`src/rtl/dma_rd_pkg.sv`:
```
`default_nettype none

package dma_rd_pkg;

	// stream and memory word
	localparam int DATA_W = 32;
	localparam int KEEP_W = DATA_W / 8;
	localparam int OFS_W = $clog2(KEEP_W);

	// word memory geometry
	localparam int MEM_DEPTH = 256;
	localparam int WADDR_W = $clog2(MEM_DEPTH);
	localparam int BADDR_W = WADDR_W + OFS_W;

	// command length in bytes, 1 to 64
	localparam int LEN_W = 7;

	// number of read channels
	localparam int N_CH = 2;

	// reader command engine states
	typedef enum logic [1:0] {
		RD_IDLE,
		RD_REQ,
		RD_WAIT,
		RD_SEND
	} rd_state_e;

endpackage

`default_nettype wire

```
`src/rtl/mem_rd_arbiter.sv`:
```
`timescale 1ns/1ps
`default_nettype none

module mem_rd_arbiter (
	input  wire                            axis_aclk,
	input  wire                            axis_aresetn,
	input  wire [dma_rd_pkg::N_CH-1:0]     req_i,
	input  wire [dma_rd_pkg::WADDR_W-1:0]  addr0_i,
	input  wire [dma_rd_pkg::WADDR_W-1:0]  addr1_i,
	output logic [dma_rd_pkg::N_CH-1:0]    gnt_o,
	output logic                           mem_rd_en_o,
	output logic [dma_rd_pkg::WADDR_W-1:0] mem_rd_addr_o,
	input  wire [dma_rd_pkg::DATA_W-1:0]   mem_rd_data_i,
	output logic [dma_rd_pkg::N_CH-1:0]    rvalid_o,
	output logic [dma_rd_pkg::DATA_W-1:0]  rdata_o
);

	// channel that wins a tie
	logic prio;
	// owner of the read in flight
	logic tag;
	logic pend;

	assign gnt_o[0] = req_i[0] & (~req_i[1] | ~prio);
	assign gnt_o[1] = req_i[1] & (~req_i[0] | prio);

	assign mem_rd_en_o = |gnt_o;
	assign mem_rd_addr_o = gnt_o[1] ? addr1_i : addr0_i;

	always_ff @(posedge axis_aclk or negedge axis_aresetn)
	begin
		if (!axis_aresetn)
		begin
			prio <= 1'b0;
			tag <= 1'b0;
			pend <= 1'b0;
		end
		else
		begin
			pend <= mem_rd_en_o;
			if (mem_rd_en_o)
			begin
				tag <= gnt_o[1];
				// other channel goes first next time
				prio <= ~gnt_o[1];
			end
		end
	end

	// memory data lines up with pend
	assign rvalid_o[0] = pend & ~tag;
	assign rvalid_o[1] = pend & tag;
	assign rdata_o = mem_rd_data_i;

endmodule

`default_nettype wire

```
`config.mk`:
```
export PLATFORM = sky130hd
export DESIGN_NAME = mem_rd_arbiter
export DESIGN_NICKNAME = d
export VERILOG_FILES = /design/src/rtl/dma_rd_pkg.sv /design/src/rtl/mem_rd_arbiter.sv
export SDC_FILE = /design/constraint.sdc
export NUM_CORES = 1
export LEC_CHECK = 0
export BUFFER_PORTS_ARGS = -buffer_cell sky130_fd_sc_hd__buf_2
export CAP_MARGIN = 20
export CORE_ASPECT_RATIO = 1.4
export CORE_MARGIN = 2
export CORE_UTILIZATION = 24
export CTS_CLUSTER_SIZE = 24
export DETAILED_ROUTE_END_ITERATION = 8
export PLACE_DENSITY_LB_ADDON = 0.3
export SYNTH_ARGS = -nofsm -noshare
export SYNTH_HDL_FRONTEND = slang
export SYNTH_SLANG_ARGS = --single-unit
```
`constraint.sdc`:
```
create_clock -name axis_aclk -period 1.4 [get_ports axis_aclk]
set_clock_uncertainty 0.05 [all_clocks]
set_input_delay 0 -clock axis_aclk [delete_from_list [all_inputs] [get_ports axis_aclk]]
set_output_delay 0 -clock axis_aclk [all_outputs]
set_load 0.1 [all_outputs]
```
==> impl_metrics.env <==
export IMPL_status="finished with violations"
export IMPL_violations="setup timing"
export IMPL_numCtsBuffers=3
export IMPL_cts_max_level=1
export IMPL_clk_pin_slew_worst_paths_ns=0.04
export IMPL_drc=0
export IMPL_cp_max_fo=4
export IMPL_worst_slew_pin_slew_ns=0.998
export IMPL_postPlaceCellArea_um2=465
export IMPL_nFillCells=157
export IMPL_globalRouteMet3Util_pct=4.35
export IMPL_p_leak_nw=0.499
export IMPL_synth_seq_area_share_pct=16.0
export IMPL_nNetsFinal=148
export IMPL_ys_ff_latch=3
export IMPL_gr_usage_met1_pct=9.69
export IMPL_async_reset_ff_share_pct=100
export IMPL_synth_area_leaders="buf_4 51%, mux2_2 19%, dfrtp_1 16%, o21ai_4 3.5%, nor2_1 2.4%"
export IMPL_antenna_found_initial=0
export IMPL_critical_path_class="reg -> out"
export IMPL_grt_max_degree=10
export IMPL_io_buffers=32
export IMPL_routed_wl_mm=1.55
export IMPL_cts_path_max_buffers=2
export IMPL_hpwl_um=760
export IMPL_wl_per_cell_um=13.5
export IMPL_drive_gt1_share_pct=52.6
export IMPL_period_share_pct=109
export IMPL_ios=97
export IMPL_rsz0062_at_grt="yes"
export IMPL_grt_busiest_layer="met2"
export IMPL_die_w_um=41.4
export IMPL_regArea_um2=75.1
export IMPL_clock_latency_ns=0.23
export IMPL_rows=18
export IMPL_die_y_um=56.3
export IMPL_slew_violations=0
export IMPL_critPathMaxStageDelay_ns=0.39
export IMPL_multi_input_area_um2=190
export IMPL_synth_top_area_share_pct=51.2
export IMPL_maxCapViolCount=0
export IMPL_start_kind="register"
export IMPL_grt_ovfl_total=0
export IMPL_cts_tree="yes"
export IMPL_min_period_ns=1.52
export IMPL_gp_congestion=0.575
export IMPL_crit_slowest_cell="dfrtp_1"
export IMPL_grt_pass1_vias=512
export IMPL_syn2layout_area_growth_pct=119
export IMPL_yosysUniqueCellTypes=10
export IMPL_coreArea_um2=1800
export IMPL_vias_per_cell=4.29
export IMPL_finalSetupViolations=8
export IMPL_yosys_top_cells_count="32 x buf_4, 8 x mux2_2, 3 x dfrtp_1, 3 x nor2_1"
export IMPL_yosys_warnings=0
export IMPL_ant_nets=0
export IMPL_setup_slack_ns=-0.121
export IMPL_start_util_pct=26.0
export IMPL_die_area_um2=2330
export IMPL_fmax_mhz=658
export IMPL_powerDensity_nw_per_um2=1200
export IMPL_synth_edff_count=0
export IMPL_vias=493
export IMPL_syn_area_per_cell_um2=8.69
export IMPL_worstPathCellList="o21ai_4 -> clkbuf_16 -> mux2_4 -> buf_12"
export IMPL_maxSlewHeadroom_pct=33.2
export IMPL_netlist_area_um2=469
export IMPL_power_mw=1.24
export IMPL_final_area_um2=1030
export IMPL_hold_viol_final=0
export IMPL_ys_flop_type="dfrtp_1"
export IMPL_met2_usage_pct=23.0
export IMPL_yosysTopAreaCell="buf_4"
export IMPL_hp_class="in -> reg"
export IMPL_cts_root_buffer="clkbuf_4"
export IMPL_firstDrtPassIters=2
export IMPL_grtUsageTotal_pct=12.0
export IMPL_postLayoutCoreUtil_pct=57.0
export IMPL_worstPathArrival_ns=1.47
export IMPL_clkSinkCount=3
export IMPL_grt_pass1_wl_mm=1.95
export IMPL_ir_drop_mv=0.591
export IMPL_syn_nets=106
export IMPL_drtIter0Drc=6
export IMPL_post_synth_top_count_cell="buf_4"
export IMPL_tns_ns=-0.856
export IMPL_endpoint_kind="output pin"
export IMPL_synthCells=54
export IMPL_diodes=0
export IMPL_cp_required_ns=1.35
[critical path, delay by kind of cell, from the launching register on]
family                 cells  cell delay, ns
DFF                        1            0.39
AOI/OAI and AO/OA          1            0.19
buffers and inverters      2            0.35
muxes                      1            0.31
[cell families (layout without fill, tap and decap cells)]
logic type,Yosys count,count (layout),share of synthesized area (%)
multiplexers,8,8,19.2
buffers and inverters,34,75,52.8
AO/OA/AOI/OAI,3,3,5.60
AND/OR/NAND/NOR,6,6,6.40
flip-flops,3,3,16.0
[where the power goes]
part	leakage, nW	internal, mW	switching (mW)	total [mW]
logic	0.451	0.263	0.716	0.979
clock network	0.0150	0.107	0.0470	0.154
registers	0.0334	0.0964	0.00769	0.104
[through the flow]
| stage | hold slack [ns] | cells | setup slack (ns) |
|---|---|---|---|
| detailed placement | -0.244 | 75 | -0.00717 |
| CTS | 0.00662 | 114 | -0.135 |
| finish | 0.0141 | 115 | -0.121 |
| floorplan | -0.346 | 54 | 0.0754 |
| global route | 0.0121 | 115 | -0.194 |
| global placement | -0.249 | 75 | 0.00471 |
[registers in the layout (all words and copies together), names as in the netlist]
register  count
pend          1
prio          1
tag           1
[final timing paths]
| check | startpoint | to | slack (ns) | depth (start not counted) |
|---|---|---|---|---|
| min in group asynchronous | axis_aresetn | prio | 0.05 | 2 |
| max | prio | mem_rd_addr_o[3] | -0.12 | 4 |
| max in group asynchronous | axis_aresetn | pend | 1.14 | 2 |
| min | req_i[1] | prio | 0.01 | 2 |
| min reg2reg | tag | tag | 0.49 | 2 |
| max reg2reg | prio | tag | 0.46 | 3 |
[layout make-up]
| type | count | share of cell area (%) |
|---|---|---|
| clock buffer | 4 | 2.56 |
| inverter | 2 | 0.731 |
| multi-input combinational | 17 | 18.5 |
| sequential | 3 | 7.31 |
| tap | 20 | 2.44 |
| timing repair buffer | 69 | 68.5 |
[per-layer routing]
| layer | up-vias | wire length (um) |
|---|---|---|
| li1 | 223 | - |
| met4 | 0 | 0 |
| met3 | 0 | 221 |
| met1 | 212 | 440 |
| met2 | 58 | 885 |
| met5 | - | 0 |
[layout by cell type (no fill, tap or decap)]
cell type,synthesis,layout
nor2b_2,0,1
clkbuf_4,0,3
inv_1,2,2
clkbuf_16,0,1
clkbuf_1,0,1
nor2_1,3,3
a21oi_4,0,1
buf_12,0,11
and2_1,1,1
or2_2,1,1
dlygate4sd3_1,0,34
mux2_4,0,8
buf_2,0,22
o21ai_4,1,1
a21oi_1,2,1
buf_4,32,1
dfrtp_1,3,3
[repair_timing]
item	in CTS	in global routing
endpoints found under the setup margin	8	8
setup buffers	1	0
gates cloned	0	1
gates resized for setup	16	24
endpoints found under the hold margin	36	0
pin swaps	1	1
hold buffers	34	0
No activity file was read; power rests on OpenSTA's default activity.
