$ cat config.mk
export PLATFORM = sky130hd
export DESIGN_NAME = rdata_realign
export DESIGN_NICKNAME = d
export VERILOG_FILES = /design/src/rtl/dma_rd_pkg.sv /design/src/rtl/rdata_realign.sv
export SDC_FILE = /design/constraint.sdc
export NUM_CORES = 1
export LEC_CHECK = 0
export BUFFER_PORTS_ARGS = -buffer_cell sky130_fd_sc_hd__buf_2
export CORE_MARGIN = 3
export CORE_UTILIZATION = 57
export CTS_CLUSTER_SIZE = 24
export DETAILED_ROUTE_END_ITERATION = 8
export MAX_ROUTING_LAYER = met4
export PLACE_DENSITY = 0.81
export SLEW_MARGIN = 10
export SYNTH_ARGS = -nofsm -noshare
export SYNTH_HDL_FRONTEND = slang
export SYNTH_SLANG_ARGS = --single-unit
$ cat constraint.sdc
create_clock -name axis_aclk -period 3.5 [get_ports axis_aclk]
set_clock_uncertainty 0.2 [all_clocks]
set_input_delay 0.525 -clock axis_aclk [delete_from_list [all_inputs] [get_ports axis_aclk]]
set_output_delay 0.525 -clock axis_aclk [all_outputs]
set_load 0.005 [all_outputs]
$ cat src/rtl/dma_rd_pkg.sv
`default_nettype none

package dma_rd_pkg;

	// stream and memory word
	localparam int DATA_W = 32;
	localparam int KEEP_W = DATA_W / 8;
	localparam int OFS_W = $clog2(KEEP_W);

	// word memory geometry
	localparam int MEM_DEPTH = 256;
	localparam int WADDR_W = $clog2(MEM_DEPTH);
	localparam int BADDR_W = WADDR_W + OFS_W;

	// command length in bytes, 1 to 64
	localparam int LEN_W = 7;

	// number of read channels
	localparam int N_CH = 2;

	// reader command engine states
	typedef enum logic [1:0] {
		RD_IDLE,
		RD_REQ,
		RD_WAIT,
		RD_SEND
	} rd_state_e;

endpackage

`default_nettype wire

$ cat src/rtl/rdata_realign.sv
`timescale 1ns/1ps
`default_nettype none

module rdata_realign (
	input  wire                            axis_aclk,
	input  wire                            axis_aresetn,
	input  wire [dma_rd_pkg::DATA_W-1:0]   s_data_i,
	input  wire [dma_rd_pkg::KEEP_W-1:0]   s_keep_i,
	input  wire                            s_last_i,
	input  wire                            s_valid_i,
	output logic                           s_ready_o,
	output logic [dma_rd_pkg::DATA_W-1:0]  m_data_o,
	output logic [dma_rd_pkg::KEEP_W-1:0]  m_keep_o,
	output logic                           m_last_o,
	output logic                           m_valid_o,
	input  wire                            m_ready_i
);
	import dma_rd_pkg::*;

	logic first_beat;
	logic flush;
	logic [OFS_W-1:0] shift;
	logic [OFS_W-1:0] shift_nxt;
	logic [KEEP_W-1:0] first_keep;
	logic [DATA_W-1:0] merge_data;
	logic [KEEP_W-1:0] merge_keep;
	logic one_beat;
	logic leftover;
	logic s_fire;
	logic stage_ready;
	logic pre_valid;
	logic pre_last;
	logic [DATA_W-1:0] pre_data;
	logic [KEEP_W-1:0] pre_keep;

	// leading empty lanes of the incoming beat
	always_comb
	begin
		shift_nxt = '0;
		for (int i = KEEP_W - 1; i >= 0; i--)
		begin
			if (s_keep_i[i])
				shift_nxt = OFS_W'(i);
		end
	end

	assign stage_ready = ~m_valid_o | m_ready_i;
	assign s_ready_o = ~flush & stage_ready;
	assign s_fire = s_valid_i & s_ready_o;
	assign one_beat = first_beat & s_last_i & ~flush;
	// last word still has bytes past the merge beat
	assign leftover = |(s_keep_i & first_keep);

	always_comb
	begin
		if (flush)
		begin
			pre_data = merge_data >> (shift * 8);
			pre_keep = merge_keep >> shift;
		end
		else if (one_beat)
		begin
			pre_data = s_data_i >> (shift_nxt * 8);
			pre_keep = s_keep_i >> shift_nxt;
		end
		else
		begin
			// upper bytes of held beat, lower bytes of current
			pre_data = (merge_data >> (shift * 8)) | (s_data_i << (DATA_W - shift * 8));
			pre_keep = (merge_keep >> shift) | (s_keep_i << (KEEP_W - shift));
		end
	end

	// first beat of a longer packet only fills the buffer
	assign pre_valid = flush | (s_valid_i & (s_last_i | ~first_beat));
	assign pre_last = flush | (s_last_i & (first_beat | ~leftover));

	always_ff @(posedge axis_aclk or negedge axis_aresetn)
	begin
		if (!axis_aresetn)
		begin
			first_beat <= 1'b1;
			flush <= 1'b0;
		end
		else
		begin
			if (s_fire)
				first_beat <= s_last_i;
			if (flush)
				flush <= ~stage_ready;
			else
				flush <= s_fire & ~first_beat & s_last_i & leftover;
		end
	end

	always_ff @(posedge axis_aclk)
	begin
		if (s_fire && first_beat)
		begin
			shift <= shift_nxt;
			first_keep <= s_keep_i;
		end
		if (s_fire)
		begin
			merge_data <= s_data_i;
			merge_keep <= s_keep_i;
		end
	end

	// forward registered output stage
	always_ff @(posedge axis_aclk or negedge axis_aresetn)
	begin
		if (!axis_aresetn)
			m_valid_o <= 1'b0;
		else if (stage_ready)
			m_valid_o <= pre_valid;
	end

	always_ff @(posedge axis_aclk)
	begin
		if (stage_ready && pre_valid)
		begin
			m_data_o <= pre_data;
			m_keep_o <= pre_keep;
			m_last_o <= pre_last;
		end
	end

endmodule

`default_nettype wire

==> impl_metrics.py, run 1 <==
metrics = {
    "status": {
        "status": "complete, no violations",
    },
    "timing": {
        "clock.fmax_mhz": 381.2,
        "setup_viol": 0,
        "hold_viol_final": 0,
        "hold-worst-slack_ns": 0.2013,
        "fin_ws_ns": 0.8768,
        "rsz0062_at_grt": "false",
        "fin_setup_tns_ns": 0,
        "period_minus_slack_ns": 2.623,
        "worstMarginPinSlew_ns": 0.9060,
        "relSlewSlack_pct": 39.60,
        "slew_violations": 0,
        "fin_crit_sh_pct": 74.95,
    },
    "yosys": {
        "synth_cell_types": 48,
        "synth_area_per_cell_um2": 10.97,
        "synthAdderAreaFrac_pct": 0.2627,
        "synth-xor-area-share_pct": 0,
        "async_flop_share_pct": 3.659,
        "yosys-top-cells-count": "79 x edfxtp_1, 55 x mux2i_1, 54 x a21oi_1, 43 x nand2_1",
        "yosysTopAreaCell": "edfxtp_1",
        "synth_edf_count": 79,
        "syn_area_mm2": 0.004762,
        "synth-simple-area-share_pct": 9.275,
        "synthMuxAreaShare_pct": 11.80,
        "synth_ff_type": "edfxtp_1",
        "synth_most_common_cell": "edfxtp_1",
        "synthTopCellsByArea": "edfxtp_1 50%, mux2i_1 12%, a21oi_1 5.7%",
        "syn_inst": 434,
        "synth_compound_gate_area_share_pct": 22.04,
        "synth_top_family_by_area": "compound AO/OA/AOI/OAI gates",
        "synth_top_area_share_pct": 49.82,
        "synth-seq-cells": 82,
        "ys_warn_count": 0,
        "ys_seq_area_share_pct": 51.42,
        "syn_nets": 476,
    },
    "floorplanning": {
        "die_w_um": 97.40,
        "dieArea_mm2": 0.009487,
        "start_util_pct": 60.07,
        "pin_count": 80,
        "rows": 32,
        "die_h_um": 97.40,
        "coreArea_mm2": 0.007928,
    },
    "worst_setup_path": {
        "critPathCaptureType": "register",
        "critical_path_required_ns": 3.50,
        "critPathMaxFanout": 10,
        "critPathArrivalTime_ns": 2.62,
        "critPathKind": "register to register",
        "start_kind": "register",
    },
    "routing": {
        "drtAntennaViolNets": 0,
        "detail_route.first_pass.iterations": 7,
        "totalWireLength_mm": 13.47,
        "drtIter0Drc": 549,
        "via_count": 4164,
        "viasPerCell": 6.917,
        "drc": 0,
        "post_drt_wl_per_cell_um": 22.37,
    },
    "cells_and_area": {
        "multiInputGateArea_mm2": 0.002077,
        "antenna_cells": 0,
        "design_area_mm2": 0.005336,
        "finalNetCount": 537,
        "nFillCells": 608,
        "seqCellArea_mm2": 0.002449,
        "area_growth_pct": 12.06,
        "drive_gt1_share_pct": 22.80,
    },
    "power_and_ir_drop": {
        "leakage_nw": 2.065,
        "vdd_drop_max_v": 0.0002997,
        "p_per_area_mw_per_mm2": 510.8,
    },
    "global_routing": {
        "grt_pass1_wl_mm": 21.02,
        "grt_max_degree": 61,
        "grt-ovfl-total": 0,
        "antenna_found_initial": 0,
        "track_usage_pct": 28.96,
        "grt_pass1_vias": 3910,
    },
    "hold_path": {
        "hp-class": "input port to register",
    },
    "clock_network": {
        "cts_tree": "built",
        "cts_sinks": 82,
        "clockBufferDepth": 2,
        "cts_buffers": 9,
        "worstSkewPairLatency_ns": 0.36,
        "clkSlewWorstSetupHoldPaths_ns": 0.08,
        "clockRootBuffer": "clkbuf_8",
        "cts-htree-levels": 3,
        "post_cts_resized": 0,
    },
    "placed_design": {
        "place_hpwl_mm": 8.447,
        "dpl_worst_slack_ns": 1.022,
        "portBuffers": 79,
        "place_congestion": 0.9336,
        "dpl_cell_area_mm2": 0.005142,
    },
    "run": {
        "max_cap_viol_count": 0,
    },
}
-- repair_timing --
action,in CTS,in global routing
hold buffers,1,0
hold endpoints to repair,3,0
buffers inserted,0,0
-- flip-flops by register name, summed over array words and instances, names as in the netlist --
name and count:
m_data_o 32, merge_data 32, first_keep 4, m_keep_o 4, merge_keep 4, shift 2
first_beat 1, flush 1, m_last_o 1, m_valid_o 1
-- critical path: stages, from the launching register on --
cell	delay, ns
edfxtp_1	0.40
inv_2	0.22
ha_1	0.41
or3_1	0.69
o22ai_1	0.27
a211oi_1	0.08
a21oi_1	0.20
-- report_power, final --
| group | switching, mW | internal, mW | leakage [nW] |
|---|---|---|---|
| clock | 0.342 | 0.320 | 0.0854 |
| sequential | 0.0462 | 1.25 | 0.784 |
| combinational | 0.480 | 0.285 | 1.20 |
-- routing by layer --
metal / vias up / track usage (%) / part of all wire, %
met4: 0 / 12.35 / 3.5
met2: 344 / 41.91 / 46
met3: 58 / 7.681 / 12
met1: 1940 / 38.72 / 38
li1: 1822 / - / -
met5: - / - / 0
-- final cells by class --
type,count,area share (%)
flip-flops and latches,82,45.89
multi-input cells,306,38.92
repair buffers,89,8.863
well taps,102,2.392
clock buffers,9,2.321
clock inverters,7,1.125
inverters,7,0.4924
-- logic make-up after synthesis --
logic type               count (synthesis)
buffers and inverters                   46
AND/OR/NAND/NOR                         97
multiplexers                            56
AO/OA/AOI/OAI                          152
flip-flops                              82
adder cells (fa/ha/maj)                  1
-- final timing paths --
kind / start / to / slack (ns) / cells past startpoint
max: shift[0] / m_data_o[11] / 0.88 / 6
min: s_data_i[13] / merge_data[13] / 0.20 / 1
max reg2reg: shift[0] / m_data_o[11] / 0.88 / 6
min reg2reg: merge_data[28] / m_data_o[28] / 0.48 / 2
max in group asynchronous: axis_aresetn / first_beat / 2.60 / 2
min in group asynchronous: axis_aresetn / m_valid_o / 0.31 / 2
-- placed cells by master, fill, tap and decap left out, drive strengths merged, types with 2 or more instances in the layout --
cell and instances:
o2bb2ai 10, o221a 7, o21ai 18, nor2 24, buf 88, a32oi 8, nand2b 2, o22ai 11
nor3 2, edfxtp 79, mux2i 55, or2 4, nand2 43, inv 7, nand3 7, a21o 5
nor2b 5, dfrtp 2, o221ai 15, clkinv 4, or3 2, clkbuf 9, o211ai 3, a211oi 6
and3 3, a221oi 10, clkinvlp 2, a21oi 54
-- metrics by stage --
stage               std cells  total power [mW]  util (%)
finish                    602             2.726     67.31
global route              602             2.848     67.31
CTS                       602             2.700     67.31
detailed placement        585             2.057     64.87
global placement          585             2.036     64.87
floorplan                 434             1.804         -
Power figures use the tool's default switching activity.
==> run 2, diff against run 1 <==
- CORE_UTILIZATION: 57 -> 51
- PLACE_DENSITY: 0.81 -> 0.76
- clock period: 3.5 -> 2.1 ns (I/O delays scaled with it)
==> run 2 against run 1 <==
Against the previous run:
- register-to-register slack worse by 0.81 ns
- hold slack worse by 0.19 ns
- die area grew 11%
- wire length up 4.5%
- sequential share of layout area down 4.7 points
- clock-buffer cell count increased by 1
- combinational power grew 91%
- via count up 3.3%
- highest routed layer unchanged
==> impl_metrics.py, run 2 (synthesized netlist as in run 1, its figures left out) <==
metrics = {
    "power_and_ir_drop": {
        "leakage_nw": 2.359,
        "p_total_mw": 4.873,
        "vdd_drop_max_v": 0.0004126,
        "p_per_area_mw_per_mm2": 819.5,
    },
    "floorplanning": {
        "start_util_pct": 53.56,
        "die_h_um": 102.6,
        "coreArea_mm2": 0.008891,
        "die_w_um": 102.6,
        "pin_count": 80,
        "rows": 34,
        "dieArea_mm2": 0.01053,
    },
    "cells_and_area": {
        "stdcell_count": 658,
        "design_area_mm2": 0.005946,
        "area_growth_pct": 24.86,
        "drive_gt1_share_pct": 29.45,
        "finalNetCount": 588,
        "utilization_pct": 66.87,
        "antenna_cells": 0,
        "mostFrequentLayoutCells": "79 x edfxtp_1, 79 x buf_2, 55 x mux2i_1",
        "largestRegisters": "m_data_o: 32 flops, merge_data: 32 flops",
    },
    "worst_setup_path": {
        "critPathKind": "register to register",
        "critical_path_required_ns": 2.11,
        "critPathMaxFanout": 8,
        "start_kind": "register",
        "critPathArrivalTime_ns": 2.04,
        "critPathCaptureType": "register",
    },
    "timing": {
        "fin_ws_ns": 0.06265,
        "slew_violations": 0,
        "hold_viol_final": 0,
        "relSlewSlack_pct": 60.03,
        "hold-worst-slack_ns": 0.007366,
        "clock.fmax_mhz": 490.8,
        "worstMarginPinSlew_ns": 0.5982,
        "setup_viol": 0,
        "fin_crit_sh_pct": 97.02,
        "fin_setup_tns_ns": 0,
        "period_minus_slack_ns": 2.037,
    },
    "global_routing": {
        "antenna_found_initial": 0,
        "grt_pass1_wl_mm": 21.74,
        "grt_pass1_vias": 4141,
        "grt-ovfl-total": 0,
        "track_usage_pct": 28.14,
        "grt_max_degree": 40,
    },
    "hold_path": {
        "hp-class": "input port to register",
    },
    "clock_network": {
        "cts_tree": "built",
        "cts_sinks": 82,
        "cts_buffers": 9,
        "clkSlewWorstSetupHoldPaths_ns": 0.08,
        "clockRootBuffer": "clkbuf_8",
        "worstSkewPairLatency_ns": 0.37,
        "cts-htree-levels": 3,
        "clockBufferDepth": 2,
    },
    "placed_design": {
        "place_hpwl_mm": 9.362,
        "dpl_cell_area_mm2": 0.005537,
        "place_congestion": 0.9319,
        "dpl_worst_slack_ns": 0.09867,
        "portBuffers": 79,
        "place_inst": 625,
    },
    "routing": {
        "post_drt_wl_per_cell_um": 21.38,
        "detail_route.first_pass.iterations": 5,
        "totalWireLength_mm": 14.07,
        "drc": 0,
        "viasPerCell": 6.538,
        "via_count": 4302,
        "drtIter0Drc": 490,
        "drtAntennaViolNets": 0,
    },
    "run": {
        "max_cap_viol_count": 0,
    },
    "status": {
        "status": "complete, no violations",
    },
}
## run 2: changes by cell type in the layout (fill, tap and decap cells not counted), moves of 2 or more
cell,before,now
buf_12,0,6
buf_4,9,35
buf_6,0,2
clkinv_1,4,0
dlygate4sd3_1,1,18
inv_4,0,2
o22ai_1,11,5
o22ai_2,0,6
## run 2: critical path, cell delays in order, from the launching register on
cell      delay [ns]
edfxtp_1        0.43
inv_4           0.08
ha_4            0.23
or3_4           0.38
buf_4           0.17
o22ai_1         0.16
a21oi_1         0.06
o21ai_1         0.17
## run 2: what timing repair did
| action | 4_1_cts | 5_1_grt |
|---|---|---|
| setup buffers | 0 | 0 |
| hold buffers | 16 | 2 |
| setup endpoints to repair | 0 | 7 |
| endpoints found under the hold margin | 18 | 2 |
| resized for setup | 0 | 5 |
## run 2: final cells by class
class                      count  area [um^2]
clock inverter                 5        80.08
timing repair buffer         140        980.9
clock buffer                  10        127.6
fill                         682         2945
inverter                       7        31.28
sequential                    82         2449
multi-input combinational    306         2142
tap                          108        135.1
## run 2: power breakdown
part / internal [mW] / switching, mW / leakage [nW]
clock network: 0.661 / 0.586 / 0.0984
registers: 2.09 / 0.0764 / 0.784
logic: 0.623 / 0.838 / 1.48
total: 3.37 / 1.50 / 2.36
## run 2: layer usage
layer  GRT usage [%]  wire length (um)
met4           9.586               369
met2           43.35              6637
met1           36.97              5623
met3           6.157              1440
met5               -                 0
## run 2: worst paths after layout
path | from | end | slack, ns | cells after the start
setup / recovery | shift[1] | m_data_o[14] | 0.06 | 7
hold / removal | s_data_i[1] | merge_data[1] | 0.007 | 1
setup reg to reg | shift[1] | m_data_o[14] | 0.06 | 7
hold reg to reg | flush | flush | 0.42 | 1
max in group asynchronous | axis_aresetn | first_beat | 1.45 | 2
min in group asynchronous | axis_aresetn | flush | 0.06 | 2
