## config.mk

```make
export PLATFORM = sky130hd
export DESIGN_NAME = mm2s_reader
export DESIGN_NICKNAME = d
export VERILOG_FILES = /design/src/rtl/dma_rd_pkg.sv /design/src/rtl/mm2s_reader.sv
export SDC_FILE = /design/constraint.sdc
export NUM_CORES = 1
export LEC_CHECK = 0
export CAP_MARGIN = 20
export CORE_ASPECT_RATIO = 1.2
export CORE_MARGIN = 3
export CORE_UTILIZATION = 30
export CTS_BUF_LIST = sky130_fd_sc_hd__clkbuf_8
export CTS_CLUSTER_SIZE = 10
export DETAILED_ROUTE_END_ITERATION = 8
export DONT_BUFFER_PORTS = 1
export GPL_ROUTABILITY_DRIVEN = 0
export GPL_TIMING_DRIVEN = 0
export SETUP_SLACK_MARGIN = 0.15
export SLEW_MARGIN = 40
export SYNTH_ARGS = -nofsm -noshare
export SYNTH_HDL_FRONTEND = slang
export SYNTH_SLANG_ARGS = --single-unit
export TNS_END_PERCENT = 50
```

## constraint.sdc

```tcl
create_clock -name axis_aclk -period 2.3 [get_ports axis_aclk]
set_input_delay 0.345 -clock axis_aclk [delete_from_list [all_inputs] [get_ports axis_aclk]]
set_output_delay 0.345 -clock axis_aclk [all_outputs]
set_load 0.05 [all_outputs]
```

## src/rtl/dma_rd_pkg.sv

```systemverilog
`default_nettype none

package dma_rd_pkg;

	// stream and memory word
	localparam int DATA_W = 32;
	localparam int KEEP_W = DATA_W / 8;
	localparam int OFS_W = $clog2(KEEP_W);

	// word memory geometry
	localparam int MEM_DEPTH = 256;
	localparam int WADDR_W = $clog2(MEM_DEPTH);
	localparam int BADDR_W = WADDR_W + OFS_W;

	// command length in bytes, 1 to 64
	localparam int LEN_W = 7;

	// number of read channels
	localparam int N_CH = 2;

	// reader command engine states
	typedef enum logic [1:0] {
		RD_IDLE,
		RD_REQ,
		RD_WAIT,
		RD_SEND
	} rd_state_e;

endpackage

`default_nettype wire

```

## src/rtl/mm2s_reader.sv

```systemverilog
`timescale 1ns/1ps
`default_nettype none

module mm2s_reader (
	input  wire                            axis_aclk,
	input  wire                            axis_aresetn,
	input  wire                            cmd_valid_i,
	input  wire [dma_rd_pkg::BADDR_W-1:0]  cmd_addr_i,
	input  wire [dma_rd_pkg::LEN_W-1:0]    cmd_len_i,
	output logic                           busy_o,
	output logic                           rd_req_o,
	output logic [dma_rd_pkg::WADDR_W-1:0] rd_addr_o,
	input  wire                            rd_gnt_i,
	input  wire                            rd_rvalid_i,
	input  wire [dma_rd_pkg::DATA_W-1:0]   rd_rdata_i,
	output logic [dma_rd_pkg::DATA_W-1:0]  m_data_o,
	output logic [dma_rd_pkg::KEEP_W-1:0]  m_keep_o,
	output logic                           m_last_o,
	output logic                           m_valid_o,
	input  wire                            m_ready_i,
	input  wire                            pkt_done_i
);
	import dma_rd_pkg::*;

	rd_state_e state;
	logic [WADDR_W-1:0] word_addr;
	logic [WADDR_W-1:0] end_word;
	logic [OFS_W-1:0] start_ofs;
	logic [OFS_W-1:0] end_ofs;
	logic first_word;
	logic last_word;
	logic cmd_take;
	logic [BADDR_W-1:0] end_baddr;
	logic [KEEP_W-1:0] lo_mask;
	logic [KEEP_W-1:0] hi_mask;

	assign cmd_take = cmd_valid_i & ~busy_o;
	// byte address of the final byte
	assign end_baddr = cmd_addr_i + BADDR_W'(cmd_len_i) - BADDR_W'(1);
	assign last_word = (word_addr == end_word);

	// drop lanes before start and after end
	assign lo_mask = first_word ? ({KEEP_W{1'b1}} << start_ofs) : {KEEP_W{1'b1}};
	assign hi_mask = last_word ? ({KEEP_W{1'b1}} >> (OFS_W'(KEEP_W - 1) - end_ofs)) :
		{KEEP_W{1'b1}};

	always_ff @(posedge axis_aclk or negedge axis_aresetn)
	begin
		if (!axis_aresetn)
		begin
			state <= RD_IDLE;
			busy_o <= 1'b0;
		end
		else
		begin
			if (cmd_take)
				busy_o <= 1'b1;
			else if (pkt_done_i)
				busy_o <= 1'b0;
			case (state)
				RD_IDLE:
					if (cmd_take)
						state <= RD_REQ;
				RD_REQ:
					if (rd_gnt_i)
						state <= RD_WAIT;
				RD_WAIT:
					if (rd_rvalid_i)
						state <= RD_SEND;
				RD_SEND:
					if (m_ready_i)
						state <= last_word ? RD_IDLE : RD_REQ;
				default:
					state <= RD_IDLE;
			endcase
		end
	end

	always_ff @(posedge axis_aclk)
	begin
		if (cmd_take)
		begin
			word_addr <= cmd_addr_i[BADDR_W-1:OFS_W];
			end_word <= end_baddr[BADDR_W-1:OFS_W];
			start_ofs <= cmd_addr_i[OFS_W-1:0];
			end_ofs <= end_baddr[OFS_W-1:0];
			first_word <= 1'b1;
		end
		else if (state == RD_SEND && m_ready_i)
		begin
			word_addr <= word_addr + 1'b1;
			first_word <= 1'b0;
		end
		// hold returned word until the stream takes it
		if (state == RD_WAIT && rd_rvalid_i)
			m_data_o <= rd_rdata_i;
	end

	assign rd_req_o = (state == RD_REQ);
	assign rd_addr_o = word_addr;
	assign m_valid_o = (state == RD_SEND);
	assign m_last_o = last_word;
	assign m_keep_o = lo_mask & hi_mask;

endmodule

`default_nettype wire

```

==> results of run 1 <==
per-layer routing:
metal  part of all wire  vias up  GRT usage
met4              0.014        0     0.0350
met5                  0        -          0
met1               0.36      663     0.0946
li1                   -      723          -
met3               0.13        4     0.0500
met2               0.50       89      0.181
repair_timing:
action | in CTS | in global routing
pin swaps | 4 | 5
hold buffers | 1 | 0
resized for setup | 8 | 3
endpoints found under the hold margin | 3 | 0
buffers inserted | 2 | 0
setup endpoints to repair | 4 | 7
worst paths after layout:
kind / start / endpoint / slack, ns / cells past startpoint
min: cmd_addr_i[0] / start_ofs[0]$_DFFE_PP_ / 0.13 / 0
max in group asynchronous: axis_aresetn / busy_o$_DFFE_PN0P_ / 1.83 / 1
max: rd_addr_o[6]$_DFFE_PP_ / m_keep_o[1] / -0.19 / 5
min reg2reg: first_word$_SDFFE_PP1P_ / first_word$_SDFFE_PP1P_ / 0.50 / 2
min in group asynchronous: axis_aresetn / state[1]$_DFFE_PN0P_ / 0.29 / 1
max reg2reg: busy_o$_DFFE_PN0P_ / rd_addr_o[3]$_DFFE_PP_ / 0.46 / 5
kinds of logic (layout without fill, tap and decap cells):
group	count (synthesis)	after routing	share of synthesized area
xor+xnor	22	22	0.0714
buf+inv	38	49	0.0538
simple gates	41	41	0.0792
fa+ha+maj	22	22	0.105
compound gates	27	27	0.0774
flops	56	56	0.614
per-stage QoR:
step / power (W) / TNS, ns / hold WS, ns / cells
floorplan: 0.00247 / 0 / 0.0494 / 206
global placement: 0.00261 / -0.432 / 0.0496 / 323
detailed placement: 0.00263 / -0.639 / 0.0496 / 323
CTS: 0.00319 / -0.844 / 0.120 / 334
global route: 0.00335 / -0.896 / 0.104 / 334
finish: 0.00315 / -0.586 / 0.134 / 334
area by class of cell:
| type | instances | area, µm² | area share |
|---|---|---|---|
| Buffer | 2 | 10.0 | 0.00328 |
| Clock buffer | 5 | 68.8 | 0.0225 |
| Clock inverter | 3 | 20.0 | 0.00656 |
| Inverter | 36 | 148 | 0.0484 |
| Multi-Input combinational cell | 112 | 977 | 0.320 |
| Sequential cell | 56 | 1660 | 0.543 |
| Tap cell | 117 | 146 | 0.0480 |
| Timing Repair Buffer | 3 | 25.0 | 0.00820 |
sequential cells by signal, summed over array words and instances (netlist names):
register    flops
busy_o          1
end_ofs         2
end_word        8
first_word      1
m_data_o       32
rd_addr_o       8
start_ofs       2
state           2
synthesized netlist by cell type (3+ instances only):
| library cell | number | area share |
|---|---|---|
| dfrtp_1 | 3 | 0.028 |
| ha_1 | 21 | 0.097 |
| xor2_1 | 16 | 0.052 |
| inv_1 | 36 | 0.050 |
| nor2_1 | 3 | 0.0042 |
| a21oi_1 | 4 | 0.0074 |
| nand2_1 | 15 | 0.021 |
| nand3_1 | 7 | 0.013 |
| o21ai_0 | 11 | 0.020 |
| xnor2_1 | 6 | 0.019 |
| edfxtp_1 | 52 | 0.58 |
| nor2b_1 | 3 | 0.0070 |
cell usage in the layout, fill, tap and decap left out, drive strengths merged:
cell / synthesis / final
a2111oi: 2 / 2
a21boi: 1 / 1
a21o: 2 / 2
a21oi: 5 / 5
a2bb2oi: 1 / 1
and2: 2 / 2
and3: 4 / 4
buf: 2 / 4
clkbuf: 0 / 5
clkinv: 0 / 1
clkinvlp: 0 / 1
dfrtp: 3 / 3
dfxtp: 1 / 1
dlygate4sd3: 0 / 1
edfxtp: 52 / 52
fa: 1 / 1
ha: 21 / 21
inv: 36 / 37
nand2: 15 / 15
nand2b: 1 / 1
nand3: 7 / 7
nand3b: 1 / 1
nor2: 3 / 3
nor2b: 3 / 3
nor4: 2 / 2
o211ai: 2 / 2
o21a: 1 / 1
o21ai: 11 / 11
o21bai: 1 / 1
o31a: 1 / 1
or2: 1 / 1
or3: 2 / 2
xnor2: 6 / 6
xor2: 16 / 16
worst max-delay path: stages, from the launching register on:
cell,delay (ns)
edfxtp_1,0.69
xor2_2,0.27
nor4_2,0.30
buf_4,0.17
nand2_4,0.06
o31a_4,0.36
report_power, final:
| group | internal, W | switching (W) |
|---|---|---|
| Combinational | 0.000293 | 0.000479 |
| Sequential | 0.00136 | 0.000512 |
| Clock | 0.000213 | 0.000294 |
| Total | 0.00186 | 0.00128 |
==> impl_metrics.tcl, run 1 <==
set metrics [dict create \
    synthToLayoutAreaGrowth_pct 13.1 \
    cap_violations 0 \
    arrival_ns 2.14 \
    finalWirelength_mm 4.97 \
    yosys_register_bits 56 \
    die_h_um 110 \
    syn-num-nets 284 \
    grt_usage 0.0987 \
    vias 1479 \
    synth-edff-count 52 \
    ys_async_sr_fraction 0.0536 \
    portBuffers 0 \
    p_leak_nw 1.19 \
    place_ws_ns -0.221 \
    outcome "finished, violations left" \
    hp-class "in -> reg" \
    final_core_util 0.353 \
    design.die.area_um2 10200 \
    rsz0062_at_grt "yes" \
    fin_area_um2 3050 \
    maxSlewHeadroom 0.509 \
    syn_area_per_cell_um2 13.1 \
    clock_path_buffers 2 \
    finalHoldViolCount 0 \
    syn_area_um2 2700 \
    ant_nets 0 \
    finalWorstSetupSlack_ns -0.188 \
    htreeDepth 2 \
    grt_max_degree 33 \
    peakVddDrop_v 0.000289 \
    grt_pass1_vias 1458 \
    drive_gt1_frac 0.157 \
    critical_path_required_ns 1.96 \
    drt_iter0_markers 40 \
    yosysWarningCount 0 \
    final-setup-viol-count 4 \
    die_x_um 92.6 \
    fmax_mhz 402 \
    cts.reportedPaths.clkPinSlew_ns 0.10 \
    ys.flop_type "edfxtp_1" \
    n_antenna_cell 0 \
    firstDrtPassIters 4 \
    initial_utilization 0.312 \
    seq_area_frac_synth 0.614 \
    syn_inst 206 \
    ys_types 32 \
    drc 0 \
    cts_buffers 5 \
    worst_slew_pin_slew_ns 0.737 \
    wl_per_cell_um 14.9 \
    cts_tree "done" \
    crit_path_max_fanout 4 \
    fin_crit_ns 2.49 \
    hpwl_mm 4.12 \
    placed_cell_area_um2 2890 \
    grt_pass1_wl_mm 7.59 \
    root_buffer "clkbuf_8" \
    cts_num_sinks 56 \
    core-area_um2 8660 \
    grt_overflow 0 \
    crit_type "reg -> out" \
    vias_per_cell 4.43 \
    end_kind "output port" \
    slew_viol_final 0 \
    num_io_pins 104 \
    num_rows 37 \
    violations "negative setup slack" \
    finClkSkew_ns 0.00799 \
    fin_crit_sh 1.08 \
    antenna_found_initial 0 \
    cp-start-kind "flop" \
    clock_latency_ns 0.30 \
    fillers 864 \
    nets 294 \
    p_per_area_nw_per_um2 1030 \
]
Note: power is estimated with default switching activity, not from simulation.
==> run 2, diff against run 1 <==
CORE_UTILIZATION = 55   (was 30)
PLACE_DENSITY = 0.7   (was unset)
==> run 2 against run 1 <==
  * The run still ends with negative setup slack left
  * Sequential share of layout area increased by 1.1 points
  * Wire length increased by 4.1%
  * Non-clock buffer count decreased by 1
  * Final cell count decreased by 18%
  * Highest routed layer unchanged
  * Register-to-register slack got worse by 0.10 ns
  * First-iteration DRC count increased by 30%
  * Core utilization increased by 29 points
  * Clock power decreased by 4.7%
  * Cell area decreased by 2.1%
  * Sequential power about the same
  * Via count increased by 5.1%
  * Global-route usage increased by 7.8 points
==> impl_metrics.tcl, run 2 (synthesis gave the netlist of run 1 again) <==
set metrics [dict create \
    hpwl_mm 4.15 \
    finalWorstSetupSlack_ns -0.230 \
    placed_cell_area_um2 2820 \
    p_leak_nw 1.18 \
    peakVddDrop_v 0.000393 \
    cts_num_sinks 56 \
    rsz0062_at_grt "yes" \
    grt_usage 0.177 \
    worst_slew_pin_slew_ns 0.708 \
    initial_utilization 0.579 \
    wl_per_cell_um 18.9 \
    crit_path_max_fanout 5 \
    cap_violations 0 \
    hold_slack_ns 0.130 \
    portBuffers 0 \
    regMostFlops "m_data_o" \
    firstDrtPassIters 5 \
    maxSlewHeadroom 0.528 \
    critical_path_required_ns 1.96 \
    num_rows 27 \
    cts_buffers 5 \
    finalWirelength_mm 5.17 \
    ant_nets 0 \
    finClkSkew_ns 0.00642 \
    fmax_mhz 395 \
    root_buffer "clkbuf_8" \
    drt_iter0_markers 52 \
    cts_tree "done" \
    end_kind "output port" \
    arrival_ns 2.18 \
    clock_latency_ns 0.30 \
    final-setup-viol-count 4 \
    worst_path_max_delay_cell "edfxtp_1" \
    drc 0 \
    violations "negative setup slack" \
    antenna_found_initial 0 \
    final_core_util 0.641 \
    vias_per_cell 5.67 \
    n_antenna_cell 0 \
    cts.reportedPaths.clkPinSlew_ns 0.09 \
    finalHoldViolCount 0 \
    synthToLayoutAreaGrowth_pct 10.7 \
    grt_max_degree 33 \
    worst_path_largest_cell_delay_ns 0.69 \
    hp-class "in -> reg" \
    die_h_um 82.8 \
    die_x_um 70.0 \
    largest_reg_flops 32 \
    design.die.area_um2 5790 \
    core-area_um2 4660 \
    drive_gt1_frac 0.153 \
    cp-start-kind "flop" \
    fin_crit_sh 1.10 \
    nets 293 \
    p_per_area_nw_per_um2 1070 \
    crit_type "reg -> out" \
    path_cells "xor2_2, nor4_4, nand2_2, buf_4, o21a_4" \
    outcome "finished, violations left" \
    fin_area_um2 2990 \
    slew_viol_final 0 \
    grt_pass1_wl_mm 7.84 \
    fin_crit_ns 2.53 \
    final_cell_mix "edfxtp_1 (52), inv_1 (35), ha_1 (19)" \
    grt_pass1_vias 1606 \
    num_io_pins 104 \
    vias 1554 \
    grt_overflow 0 \
    clock_path_buffers 2 \
    final_common_cell "edfxtp_1" \
    htreeDepth 2 \
]
## run 2: report_power, final
| group | leakage, nW | switching [W] | internal, W |
|---|---|---|---|
| clock | 0.0505 | 0.000278 | 0.000205 |
| combinational | 0.604 | 0.000525 | 0.000299 |
| sequential | 0.526 | 0.000522 | 0.00136 |
| total | 1.18 | 0.00132 | 0.00186 |
## run 2: final cells by class
class                      instances  area [µm²]
fill                             347        1670
sequential                        56        1660
multi-input combinational        112        1000
inverter                          36         148
tap                               58        72.6
clock buffer                       5        68.8
timing repair buffer               2        17.5
clock inverter                     3        12.5
buffer                             2        10.0
## run 2: worst max-delay path, delay by kind of cell (launching register included)
family | cells | cell delay, ns
simple gates | 2 | 0.49
buf+inv | 1 | 0.16
xor+xnor | 1 | 0.29
flops | 1 | 0.69
compound gates | 1 | 0.25
## run 2: what timing repair did
| action | CTS | global route |
|---|---|---|
| hold endpoints to repair | 3 | 0 |
| buffers inserted | 1 | 0 |
| pin swaps | 0 | 2 |
| hold buffers | 1 | 0 |
| gates resized for setup | 7 | 6 |
| gates cloned | 0 | 0 |
| endpoints found under the setup margin | 4 | 4 |
## run 2: final timing paths
check / startpoint / to / slack [ns] / cells past startpoint
min: rd_rdata_i[20] / m_data_o[20]$_DFFE_PP_ / 0.13 / 0
max in group asynchronous: axis_aresetn / state[0]$_DFFE_PN0P_ / 1.82 / 1
max reg2reg: busy_o$_DFFE_PN0P_ / rd_addr_o[5]$_DFFE_PP_ / 0.36 / 5
min reg2reg: first_word$_SDFFE_PP1P_ / first_word$_SDFFE_PP1P_ / 0.52 / 2
max: rd_addr_o[4]$_DFFE_PP_ / m_keep_o[2] / -0.23 / 5
min in group asynchronous: axis_aresetn / busy_o$_DFFE_PN0P_ / 0.31 / 1
## run 2: metrics by stage
stage	TNS [ns]	total power [W]	worst slack (ns)	instances
global route	-1.06	0.00334	-0.313	274
CTS	-0.891	0.00317	-0.267	274
global placement	-0.0394	0.00258	-0.0394	264
finish	-0.735	0.00318	-0.230	274
detailed placement	-0.0672	0.00266	-0.0446	264
floorplan	0	0.00247	0.0968	206
## run 2: routing by layer
layer  vias to the layer above  GRT usage  share of wire
li1                        722          -              -
met1                       730      0.190           0.38
met2                        95      0.324           0.53
met3                         7     0.0593          0.074
met4                         0     0.0690          0.018
met5                         -          0              0
==> run 3, diff against run 2 <==
BUFFER_PORTS_ARGS = -buffer_cell sky130_fd_sc_hd__buf_2   (was unset)
CORE_UTILIZATION = 50   (was 55)
DONT_BUFFER_PORTS = unset   (was 1)
MAX_ROUTING_LAYER = met4   (was unset)
PLACE_DENSITY = 0.81   (was 0.7)
==> run 3 against run 2 <==
  * Core utilization rose by 6.0 points
  * Combinational power increased by 74%
  * Non-clock buffer count rose by 112
  * The flow now finishes without violations
  * Sequential cell count is the same
  * Cell area rose by 19%
  * Global-route usage fell by 0.32 points
  * Via count up 21%
  * Clock-buffer cell count unchanged
  * Worst hold slack better by 0.076 ns
  * Register-to-register slack better by 0.23 ns
  * Worst setup slack improved by 0.35 ns
  * First-iteration DRC count grew to 2.6 times the previous value
==> impl_metrics.tcl, run 3 (synthesis gave the netlist of run 1 again) <==
set metrics [dict create \
    outcome "finished, final reports clean" \
    grt_overflow 0 \
    hpwl_mm 4.21 \
    core-area_um2 5080 \
    cp-start-kind "flop" \
    die_h_um 86.5 \
    fmax_mhz 458 \
    die_x_um 73.1 \
    grt_max_degree 33 \
    wl_met1_mm 2.11 \
    finalHoldViolCount 0 \
    peakVddDrop_v 0.000371 \
    drive_gt1_frac 0.424 \
    worst_slew_pin_slew_ns 0.693 \
    cts.reportedPaths.clkPinSlew_ns 0.10 \
    finClkSkew_ns 0.00719 \
    crit_type "reg -> out" \
    rsz0062_at_grt "yes" \
    largest_reg_flops 32 \
    highest_layer "met4" \
    dr_wl_met2_mm 2.62 \
    wl_per_cell_um 13.8 \
    wl_met3_um 569 \
    num_rows 28 \
    firstDrtPassIters 4 \
    vias_per_cell 4.85 \
    grt_pass1_vias 1839 \
    clock_path_buffers 2 \
    maxSlewHeadroom 0.538 \
    vias 1886 \
    hp-class "in -> reg" \
    grt_usage 0.174 \
    drt_iter0_markers 135 \
    end_kind "output port" \
    root_buffer "clkbuf_8" \
    regMostFlops "m_data_o" \
    p_per_area_nw_per_um2 950 \
    path_cells "xor2_2, nor4_4, nand2_1, o31a_1, buf_6" \
    finalWorstSetupSlack_ns 0.117 \
    cts_tree "done" \
    placed_cells 369 \
    p_leak_nw 1.61 \
    antenna_found_initial 1 \
    fin_crit_ns 2.18 \
    grt_pass1_wl_mm 8.16 \
    slew_viol_final 0 \
    design.die.area_um2 6320 \
    worst_path_max_delay_cell "edfxtp_1" \
    final_common_cell "buf_2" \
    num_io_pins 104 \
    initial_utilization 0.532 \
    fillers 365 \
    critical_path_required_ns 1.96 \
    place_ws_ns -0.186 \
    synthToLayoutAreaGrowth_pct 31.8 \
    worst_path_largest_cell_delay_ns 0.43 \
    final_cells 389 \
    ant_nets 0 \
    arrival_ns 1.84 \
    finalWirelength_mm 5.37 \
    hold_slack_ns 0.206 \
    final_cell_mix "buf_2 (102), edfxtp_1 (52), inv_1 (33)" \
    fin_crit_sh 0.949 \
    nets 405 \
    cts_num_sinks 56 \
    crit_path_max_fanout 4 \
    cts_buffers 5 \
    clock_latency_ns 0.30 \
    drc 0 \
    htreeDepth 2 \
    cap_violations 0 \
    final-setup-viol-count 0 \
    portBuffers 103 \
]
run 3: cell count changes in the layout (fill, tap and decap cells not counted), sizes merged:
cell      before  now
inv           38   37
diode          0    1
buf            3  115
clkinvlp       0    1
run 3: routing by layer:
metal,up-vias,global-route usage
met1,842,0.188
met4,0,0.0604
met5,-,-
met3,9,0.0476
li1,951,-
met2,84,0.302
run 3: where the power goes:
part / switching [W] / internal, W / leakage (nW)
clock network: 0.000303 / 0.000213 / 0.0455
registers: 0.0000897 / 0.00135 / 0.526
logic: 0.000979 / 0.000453 / 1.04
run 3: cell type report:
type	instances	area [µm²]	share of cell area
flip-flops and latches	56	1660	0.465
clock buffers	5	68.8	0.0193
clock inverters	3	20.0	0.00562
well taps	60	75.1	0.0211
inverters	36	148	0.0415
repair buffers	114	623	0.175
diodes	1	2.50	0.000703
plain buffers	2	10.0	0.00281
multi-input cells	112	956	0.269
run 3: through the flow:
step	power (W)	setup TNS [ns]	instance area, µm²	utilization
floorplan	0.00247	0	2740	-
global placement	0.00275	-0.194	3330	0.656
detailed placement	0.00279	-0.221	3330	0.656
CTS	0.00335	0	3490	0.688
global route	0.00357	-0.0000830	3560	0.701
finish	0.00338	0	3560	0.701
run 3: timing repair:
action,CTS,global route
endpoints found under the hold margin,3,0
gates resized for setup,6,7
pin swaps,3,2
setup endpoints to repair,5,5
hold buffers,1,0
setup buffers,5,5
run 3: path summary, 6_finish.rpt:
check	start	to	depth (start not counted)	slack, ns
hold / removal	pkt_done_i	busy_o$_DFFE_PN0P_	2	0.21
max in group asynchronous	axis_aresetn	state[1]$_DFFE_PN0P_	2	1.82
hold reg to reg	first_word$_SDFFE_PP1P_	first_word$_SDFFE_PP1P_	2	0.50
setup reg to reg	state[0]$_DFFE_PN0P_	m_data_o[6]$_DFFE_PP_	3	0.59
min in group asynchronous	axis_aresetn	busy_o$_DFFE_PN0P_	2	0.37
setup / recovery	end_word[7]$_DFFE_PP_	m_keep_o[1]	5	0.12
run 3: worst max-delay path, delay by kind of cell (launching register included):
kind / cells / cell delay [ns]
and+or+nand+nor: 2 / 0.48
buffers and inverters: 1 / 0.16
AOI/OAI and AO/OA: 1 / 0.27
DFF: 1 / 0.43
xor gates and xnor gates: 1 / 0.21
